## src/verilog/instPkg.sv

```systemverilog
`default_nettype none

package instPkg;

   // one instruction word as it enters the queue
   typedef logic [11:0] instWord_t;

   // opcode field position inside instWord_t
   localparam int OpcodeHigh = 11;
   localparam int OpcodeLow  = 8;

   // read of button n is opReadBtn0 + n
   typedef enum logic [3:0] {
      opNop      = 4'd0,
      opReadAll  = 4'd1,
      opReadBtn0 = 4'd2
   } opcode_t;

endpackage

`default_nettype wire

```

## src/verilog/bankPkg.sv

```systemverilog
`default_nettype none

package bankPkg;

   typedef enum logic [1:0] {
      stResetting = 2'd0,
      stReady     = 2'd1,
      stError     = 2'd2
   } bankState_t;

   // opcodes 2..15 address buttons 0..13
   localparam int MaxButtons = 14;

   localparam int DebounceWidth = 16;

endpackage

`default_nettype wire

```

## src/verilog/buttonConditioner.sv

```systemverilog
`timescale 1ns/1ps
`default_nettype none

module buttonConditioner #(
   parameter int NumButtons     = 4,
   parameter int DebounceCycles = 8
) (
   input  logic                  clock,
   input  logic                  reset,
   input  logic [NumButtons-1:0] buttonsRaw,
   output logic [NumButtons-1:0] cleanButtons
);

   import bankPkg::*;

   // counter value on the cycle the clean level flips
   localparam logic [DebounceWidth-1:0] FlipCount = DebounceWidth'(DebounceCycles - 1);

   logic [NumButtons-1:0]    syncFirst;
   logic [NumButtons-1:0]    syncSecond;
   logic [DebounceWidth-1:0] stableCount [NumButtons];

   // two-stage synchronizer
   always_ff @(posedge clock) begin
      if (reset) begin
         syncFirst  <= '0;
         syncSecond <= '0;
      end else begin
         syncFirst  <= buttonsRaw;
         syncSecond <= syncFirst;
      end
   end

   // each button counts how long its synced level disagrees with the clean one
   always_ff @(posedge clock) begin
      if (reset) begin
         cleanButtons <= '0;
         for (int i = 0; i < NumButtons; i++) begin
            stableCount[i] <= '0;
         end
      end else begin
         for (int i = 0; i < NumButtons; i++) begin
            if (syncSecond[i] != cleanButtons[i]) begin
               if (stableCount[i] == FlipCount) begin
                  cleanButtons[i] <= syncSecond[i];   // stable long enough
                  stableCount[i]  <= '0;
               end else begin
                  stableCount[i] <= stableCount[i] + 1'b1;
               end
            end else begin
               stableCount[i] <= '0;                  // bounce restarts the count
            end
         end
      end
   end

endmodule

`default_nettype wire

```

## src/verilog/instQueue.sv

```systemverilog
`timescale 1ns/1ps
`default_nettype none

module instQueue #(
   parameter int QueueDepth = 4
) (
   input  logic               clock,
   input  logic               reset,
   input  instPkg::instWord_t inst,
   input  logic               instEn,
   output instPkg::instWord_t headInst,
   output logic               headValid,
   input  logic               instTake,
   output logic               instDropped
);

   import instPkg::*;

   localparam int AddrWidth = $clog2(QueueDepth);
   localparam logic [AddrWidth:0] FullCount = (AddrWidth + 1)'(QueueDepth);

   instWord_t            storage [QueueDepth];
   logic [AddrWidth-1:0] writePtr;
   logic [AddrWidth-1:0] readPtr;
   logic [AddrWidth:0]   occupancy;
   logic                 full;
   logic                 doPush;
   logic                 doPop;

   assign full      = (occupancy == FullCount);
   assign headValid = (occupancy != '0);
   assign headInst  = storage[readPtr];

   assign doPop  = instTake && headValid;
   assign doPush = instEn && (!full || doPop);   // a pop frees the slot on the same edge

   always_ff @(posedge clock) begin
      if (doPush) begin
         storage[writePtr] <= inst;
      end
   end

   // pointers wrap naturally since depth is a power of two
   always_ff @(posedge clock) begin
      if (reset) begin
         writePtr    <= '0;
         readPtr     <= '0;
         occupancy   <= '0;
         instDropped <= 1'b0;
      end else begin
         if (doPush) begin
            writePtr <= writePtr + 1'b1;
         end
         if (doPop) begin
            readPtr <= readPtr + 1'b1;
         end
         case ({doPush, doPop})
            2'b10:   occupancy <= occupancy + 1'b1;
            2'b01:   occupancy <= occupancy - 1'b1;
            default: occupancy <= occupancy;
         endcase
         instDropped <= instEn && !doPush;   // refused write
      end
   end

endmodule

`default_nettype wire

```

## src/verilog/pushBtnBank.sv

```systemverilog
`timescale 1ns/1ps
`default_nettype none

module pushBtnBank #(
   parameter int NumButtons = 4
) (
   input  logic                  clock,
   input  logic                  reset,
   input  logic [NumButtons-1:0] cleanButtons,
   input  instPkg::instWord_t    headInst,
   input  logic                  headValid,
   input  logic                  pause,
   output logic                  instTake,
   output logic [NumButtons-1:0] btnState,
   output logic                  error
);

   import instPkg::*;
   import bankPkg::*;

   // reads beyond this count are illegal
   localparam int LegalButtons = (NumButtons < MaxButtons) ? NumButtons : MaxButtons;

   bankState_t            state;
   bankState_t            stateNext;
   logic [NumButtons-1:0] pending;
   logic [NumButtons-1:0] pendingNext;
   logic [NumButtons-1:0] btnNext;
   opcode_t               opcode;
   int                    readIdx;

   assign opcode  = opcode_t'(headInst[OpcodeHigh:OpcodeLow]);
   assign readIdx = int'(opcode) - int'(opReadBtn0);

   assign instTake = (state == stReady) && !pause && headValid;
   assign error    = (state == stError);

   always_comb begin
      stateNext   = state;
      pendingNext = pending | cleanButtons;   // presses stick until read
      btnNext     = btnState;
      case (state)
         stResetting: begin
            stateNext   = stReady;
            pendingNext = '0;
            btnNext     = '0;
         end
         stReady: begin
            if (instTake) begin
               case (opcode)
                  opNop: begin
                     stateNext = stReady;   // latching only
                  end
                  opReadAll: begin
                     btnNext     = pending;
                     pendingNext = cleanButtons;
                  end
                  default: begin
                     if (readIdx < LegalButtons) begin
                        btnNext[readIdx]     = pending[readIdx];
                        pendingNext[readIdx] = cleanButtons[readIdx];
                     end else begin
                        stateNext   = stError;   // unknown opcode or missing button
                        pendingNext = '0;
                        btnNext     = '0;
                     end
                  end
               endcase
            end
         end
         default: begin
            // sticky until reset
            stateNext   = stError;
            pendingNext = '0;
            btnNext     = '0;
         end
      endcase
   end

   always_ff @(posedge clock) begin
      if (reset) begin
         state    <= stResetting;
         pending  <= '0;
         btnState <= '0;
      end else begin
         state    <= stateNext;
         pending  <= pendingNext;
         btnState <= btnNext;
      end
   end

endmodule

`default_nettype wire

```

## src/verilog/pushBtnSystem.sv

```systemverilog
`timescale 1ns/1ps
`default_nettype none

module pushBtnSystem #(
   parameter int NumButtons     = 4,
   parameter int DebounceCycles = 8,
   parameter int QueueDepth     = 4
) (
   input  logic                  clock,
   input  logic                  reset,
   input  logic [NumButtons-1:0] buttonsRaw,
   input  instPkg::instWord_t    inst,
   input  logic                  instEn,
   input  logic                  pause,
   output logic [NumButtons-1:0] btnState,
   output logic                  error,
   output logic                  instDropped
);

   import instPkg::*;

   logic [NumButtons-1:0] cleanButtons;
   instWord_t             headInst;
   logic                  headValid;
   logic                  instTake;

   buttonConditioner #(
      .NumButtons     (NumButtons),
      .DebounceCycles (DebounceCycles)
   ) i_buttonConditioner (
      .clock        (clock),
      .reset        (reset),
      .buttonsRaw   (buttonsRaw),
      .cleanButtons (cleanButtons)
   );

   instQueue #(
      .QueueDepth (QueueDepth)
   ) i_instQueue (
      .clock       (clock),
      .reset       (reset),
      .inst        (inst),
      .instEn      (instEn),
      .headInst    (headInst),
      .headValid   (headValid),
      .instTake    (instTake),
      .instDropped (instDropped)
   );

   // bank alone decides when the head is consumed
   pushBtnBank #(
      .NumButtons (NumButtons)
   ) i_pushBtnBank (
      .clock        (clock),
      .reset        (reset),
      .cleanButtons (cleanButtons),
      .headInst     (headInst),
      .headValid    (headValid),
      .pause        (pause),
      .instTake     (instTake),
      .btnState     (btnState),
      .error        (error)
   );

endmodule

`default_nettype wire

```

## config.mk

```make
export PLATFORM = sky130hd
export DESIGN_NAME = pushBtnSystem
export DESIGN_NICKNAME = d
export VERILOG_FILES = /design/src/verilog/instPkg.sv /design/src/verilog/bankPkg.sv /design/src/verilog/buttonConditioner.sv /design/src/verilog/instQueue.sv /design/src/verilog/pushBtnBank.sv /design/src/verilog/pushBtnSystem.sv
export SDC_FILE = /design/constraint.sdc
export NUM_CORES = 1
export LEC_CHECK = 0
export ABC_AREA = 1
export BUFFER_PORTS_ARGS = -buffer_cell sky130_fd_sc_hd__buf_2
export CELL_PAD_IN_SITES_DETAIL_PLACEMENT = 1
export CELL_PAD_IN_SITES_GLOBAL_PLACEMENT = 1
export CORE_AREA = 2 2 121 123
export CTS_BUF_LIST = sky130_fd_sc_hd__clkbuf_16
export DETAILED_ROUTE_END_ITERATION = 8
export DIE_AREA = 0 0 123 125
export GPL_TIMING_DRIVEN = 0
export PLACE_DENSITY = 0.84
export SLEW_MARGIN = 25
export SYNTH_ARGS = -nofsm -noshare
export SYNTH_HDL_FRONTEND = slang
export SYNTH_SLANG_ARGS = --single-unit
```

## constraint.sdc

```tcl
create_clock -name clock -period 2.21 [get_ports clock]
set_input_delay 0.221 -clock clock [delete_from_list [all_inputs] [get_ports clock]]
set_output_delay 0.221 -clock clock [all_outputs]
set_load 0.02 [all_outputs]
```

# == Yosys cells after proc, flatten, opt, wreduce, memory -nomap -nowiden ==
# Memories as Yosys holds them, arrays and structs flattened. A register that Yosys moved wholly into a read port is not among the register bits.
# Cells that the tools add are included.
# classes
n_addsub,9
n_lt_le_gt_ge,3
eq_ne,17
muxes,82
bitwise_logic,15
n_reduce_logical,21
# op_table
cell,n
$mux W16,12
$add A16 B1 Y16 const B,4
$eq A16 B3 Y1 const B,4
$lt A32 B4 Y1 const B,2
$mux W1,53
$ge A32 B1 Y1 const B,1
$pmux W4 S2,2
$mux W4,3
$or A1 B1 Y1,12
$reduce_and A2 Y1,5
$bwmux W4,2
$mux W2,4
$pmux W2 S2,2
$logic_and A1 B1 Y1,6
$pmux W3 S2,1
$sub A4 B2 Y5 const B,1
$add A2 B1 Y2 const B,2
$bmux W1 S2,2
$eq A2 B1 Y1 const B,2
$eq A2 B2 Y1 const B,2
$eq A4 B1 Y1 const B,1
$logic_not A4 Y1,1
$ne A1 B1 Y1,4
$ne A2 B2 Y1 const B,2
other kinds (14),17
# totals
register_bits,30
mem_bits_rw,112
word_cells,162
n_memories,2
# mem_list
name,words,word_bits,rd,rd_clocked_by_memory_dff,write_ports,line,source
i_buttonConditioner.stableCount,4,16,4,0,4,buttonConditioner.sv:21,logic [DebounceWidth-1:0] stableCount [NumButtons];
i_instQueue.storage,4,12,1,1,1,instQueue.sv:22,instWord_t storage [QueueDepth];

# == Longest topological paths before layout ==
# depth
word_depth,9
mapped_depth,15
depth_no_buf,14

# == Cells and area by module ==
# A second synthesis with hierarchy kept.
# unflattened
cells_unflattened,877
hier_area_um2,7604.8
# by_module_without_submodules
mod,n_inst,cells_per_inst,area_per_inst_um2
buttonConditioner,1,558,4501.8
instQueue,1,184,2284.7
pushBtnBank,1,135,818.3

# == Worst setup path before layout ==
# OpenSTA, ideal clock, no wires.
# synth_timing
path_kind,flip-flop to flip-flop
from,register i_pushBtnBank.state[1]
to,register i_instQueue.occupancy[2]
arrival_time_ps,1987
setup_slack_ps,101
path_stages_with_launch,14
path_buffers,0
period_less_slack_ps,2109
cell_sequence,dfxtp_1 > inv_1 > nand2_1 > nor2_1 > nand2_1 > nand3_1 > nand2_1 > ha_1 > inv_1 > fa_1 > a21oi_1 > o21ai_0 > o21ai_0 > a21oi_1
# synth_between
elab_chain_cells,8
# synth_rtl
element,line,source
start: declaration,pushBtnBank.sv:24,bankState_t state;
start signal: assignment,pushBtnBank.sv:82,state <= stResetting;
start signal: assignment,pushBtnBank.sv:86,state <= stateNext;
$eq A2 B1 Y1 (*),pushBtnBank.sv:35,assign instTake = (state == stReady) && !pause && headValid;
$logic_and A1 B1 Y1 (*) (2 in series),pushBtnBank.sv:35,
$logic_and A1 B1 Y1 (*),instQueue.sv:34,assign doPop = instTake && headValid;
$logic_or A1 B1 Y1,instQueue.sv:35,assign doPush = instEn && (!full || doPop);
$logic_and A1 B1 Y1,instQueue.sv:35,
$eq A2 B1 Y1 / $eq A2 B2 Y1 (equally long branches),instQueue.sv:57,"case ({doPush, doPop})"
$pmux W3 S2 / $reduce_bool A2 Y1 (equally long branches),--,
end signal: assignment,instQueue.sv:58,2'b10: occupancy <= occupancy + 1'b1;
end signal: assignment,instQueue.sv:59,2'b01: occupancy <= occupancy - 1'b1;
end signal: assignment,instQueue.sv:60,default: occupancy <= occupancy;
end: declaration,instQueue.sv:25,logic [AddrWidth:0] occupancy;
# Every way passes the cells marked *; elsewhere a longest branch is shown, timed or not.
# A chain may end at the register's enable or synchronous reset.

# == Worst setup path after layout ==
# layout_timing
from,register i_instQueue.occupancy[1]
to,register i_instQueue.occupancy[1]
# layout_between
elab_chain_cells,7
# layout_rtl
element,line,source
$reduce_bool A3 Y1 (*),instQueue.sv:31,assign headValid = (occupancy != '0);
$logic_and A1 B1 Y1,pushBtnBank.sv:35,
$logic_and A1 B1 Y1 (*),instQueue.sv:34,
named net i_instQueue.doPop,instQueue.sv:28,logic doPop;
$logic_or A1 B1 Y1,instQueue.sv:35,
$logic_and A1 B1 Y1,instQueue.sv:35,
$eq A2 B1 Y1 / $eq A2 B2 Y1 (equally long branches),instQueue.sv:57,
$pmux W3 S2 / $reduce_bool A2 Y1 (equally long branches),--,
# The timed path passes the listed nets; every way through them passes the cells marked *.

==> qor.yml <==
run_status:
  outcome: "finished, final reports clean"
placed_design:
  place_hpwl_mm: 10.4
  portBuffers: 16
  pre_cts_ws_ps: -343
  dpl_cell_area_sq_um: 6500
  place_congestion: 0.835
setup_path:
  end_kind: "flip-flop"
  crit_required_ps: 2510
  path_class: "flip-flop to flip-flop"
  worst_path_most_repeated_cell: "nor2_1"
  critical_path_peak_fanout: 10
  rrSetupSlack_ps: 190
  worst_path_max_delay_cell: "fa_2"
  arrival_ps: 2320
  cpPeakStageDelay_ps: 440
  path_cells: "nor2_2 -> nand2_1 -> nand2_2 -> clkinvlp_4 -> ha_1 -> inv_1 -> fa_2 -> nor2_1 -> a21oi_1 -> nor2_1"
  start_kind: "flip-flop"
timing:
  fin_skew_ps: 6.97
  slew_headroom_pct: 59.2
  worst_slack_ps: 187
  fin_tns_setup_ps: 0
  min_period_ps: 2020
  finalMaxSlewViolations: 0
  setup_viol: 0
  period_share_pct: 91.5
  worst_slew_pin_slew_ps: 609
  rsz0062_at_grt: "true"
  hold_viol: 0
  max_clock_freq_mhz: 494
routing:
  route.antenna.remaining_nets: 0
  drt_iter0_markers: 214
  vias: 4891
  routed_wl_mm: 13.8
  wl_per_cell_microns: 14.0
  viasPerCell: 4.98
  first_pass_iters: 4
  drc: 0
clock_network:
  cts_tree: "yes"
  cts.sinks: 112
  clk_transition_reported_paths_ps: 70
  root_buffer: "clkbuf_16"
  cts_hold_buf: 0
  cts_buffer_depth: 2
  numCtsBuffers: 9
  clk_latency_ps: 360
  h-tree-depth: 3
flow_run:
  drv_cap: 0
floorplanning:
  ioPinCount: 26
  die_w_microns: 123
  core_area_sq_um: 14200
  die_area_sq_um: 15400
  die_h_microns: 125
  start_util_pct: 41.9
  num_rows: 44
logic_synthesis:
  ys_seq_area_share_pct: 51.1
  ys_ff_latch: 112
  synth_area_sq_um: 5960
  yosys.cell_types.count: 40
  yosysWarnings: 0
  synthesis.instances: 701
  synthArstFlopShare_pct: 0
  synth_area_per_cell_sq_um: 8.50
  synth_edf_count: 80
  synth_ff_type: "edfxtp_1"
power:
  leakage_nw: 2.87
  total_power_mw: 4.99
  irDropWorstVdd_mv: 0.388
  powerDensity_nw_per_um2: 722
global_routing:
  antenna_found_initial: 0
  grt_pass1_wl_mm: 23.5
  grt_usage_pct: 19.1
  grt_pass1_vias: 5277
  grt_overflow: 0
  grt_max_degree: 19
cells_and_area:
  final_area_sq_um: 6910
  finish.utilization_pct: 48.6
  area_growth_syn_to_layout_pct: 16.0
  layout-drive-gt1-share_pct: 11.8
  diodes: 0
  final_nets: 825
  fill_cells: 1737
hold_path:
  hold_path_class: "input pin to flip-flop"
[registers in the layout, summed over array words and instances (netlist names), 3 cells and up, named ones only]
signal / flops
i_instQueue.storage: 16
i_instQueue.occupancy: 3
i_buttonConditioner.syncSecond: 4
i_pushBtnBank.btnState: 4
i_buttonConditioner.cleanButtons: 4
i_buttonConditioner.stableCount: 64
i_buttonConditioner.syncFirst: 4
i_pushBtnBank.pending: 4
[worst max-delay path: cells and delay by family (launching register included)]
family,cells,cell delay (ps)
AO/OA/AOI/OAI,1,50
adder cells (fa/ha/maj),2,690
buffers and inverters,2,320
flip-flops,1,330
AND/OR/NAND/NOR,5,570
[through the flow]
| step | std cells | hold WS [ps] |
|---|---|---|
| 2_1_floorplan | 764 | 320 |
| 5_1_grt | 983 | 76.8 |
| 4_1_cts | 983 | 63.7 |
| 3_3_place_gp | 964 | 394 |
| 6_report | 983 | 72.0 |
| 3_5_place_dp | 964 | 404 |
[final timing paths]
kind,end,cells past startpoint,start
setup / recovery,i_instQueue.occupancy[1]$_SDFFE_PP0P_,10,i_instQueue.occupancy[1]$_SDFFE_PP0P_
hold / removal,i_instQueue.storage[3][10]$_DFFE_PP_,1,inst[10]
setup reg to reg,i_instQueue.occupancy[1]$_SDFFE_PP0P_,10,i_instQueue.occupancy[1]$_SDFFE_PP0P_
hold reg to reg,i_buttonConditioner.syncSecond[2]$_SDFF_PP0_,2,i_buttonConditioner.syncFirst[2]$_SDFF_PP0_
[final cells by class]
cell class	instances	area, sq um	area share (%)
tap	184	230	3.33
inverter	100	389	5.63
clock inverter	7	119	1.72
clock buffer	9	225	3.26
buffer	8	43.8	0.634
sequential	112	3040	44.1
multi-input combinational	544	2750	39.9
timing repair buffer	19	103	1.49
[repair_timing]
item                                   CTS  global route
setup buffers                            3             0
pin swaps                                2             0
endpoints found under the hold margin    0             0
setup endpoints to repair                2            17
resized for setup                        2            12
[placed cells by master (no fill, tap or decap), drive strengths merged, types with 2 or more instances in the layout]
cell type,instances
nand2,140
nor2,117
inv,99
edfxtp,80
conb,64
nand3,43
nor3,40
a21oi,36
dfxtp,32
o21ai,26
buf,25
nor3b,15
nor4,13
xor2,11
clkbuf,11
ha,10
nand4,8
or2,4
o211ai,4
a211oi,3
bufinv,3
clkinv,3
clkinvlp,2
and3,2
nand3b,2
[report_power, final]
part	internal (mW)	switching, mW
combinational	0.206	0.462
clock	1.11	0.771
sequential	2.35	0.0837
[cell usage after synthesis (5+ instances only)]
library cell	number	area share, %
a21oi_1	36	3.0
buf_2	5	0.42
dfxtp_1	32	11
edfxtp_1	80	40
ha_1	10	2.1
inv_1	94	5.9
nand2_1	129	8.1
nand2_2	7	0.74
nand3_1	34	2.9
nand3_2	9	1.5
nand4_1	8	0.84
nor2_1	110	6.9
nor3_1	34	2.9
nor3_2	6	1.0
nor3b_1	15	1.9
nor4_1	13	1.4
o21ai_0	23	1.9
xor2_1	11	1.6
[metal layers]
layer	GRT usage, %	vias up	share of wire, %
met5	0	-	0
met4	7.55	0	1.8
met3	2.83	19	1.8
met2	34.2	36	53
met1	22.7	2374	43
li1	-	2462	-
[kinds of logic (layout without fill, tap and decap cells)]
family	after synthesis	in the layout	share of synthesized area, %
simple gates	384	384	30.8
xor+xnor	11	11	1.62
other cells	1	64	0.0630
compound gates	74	74	6.74
buf+inv	108	143	7.21
fa+ha+maj	11	11	2.44
flops	112	112	51.1
(Power assumes the default switching activity.)
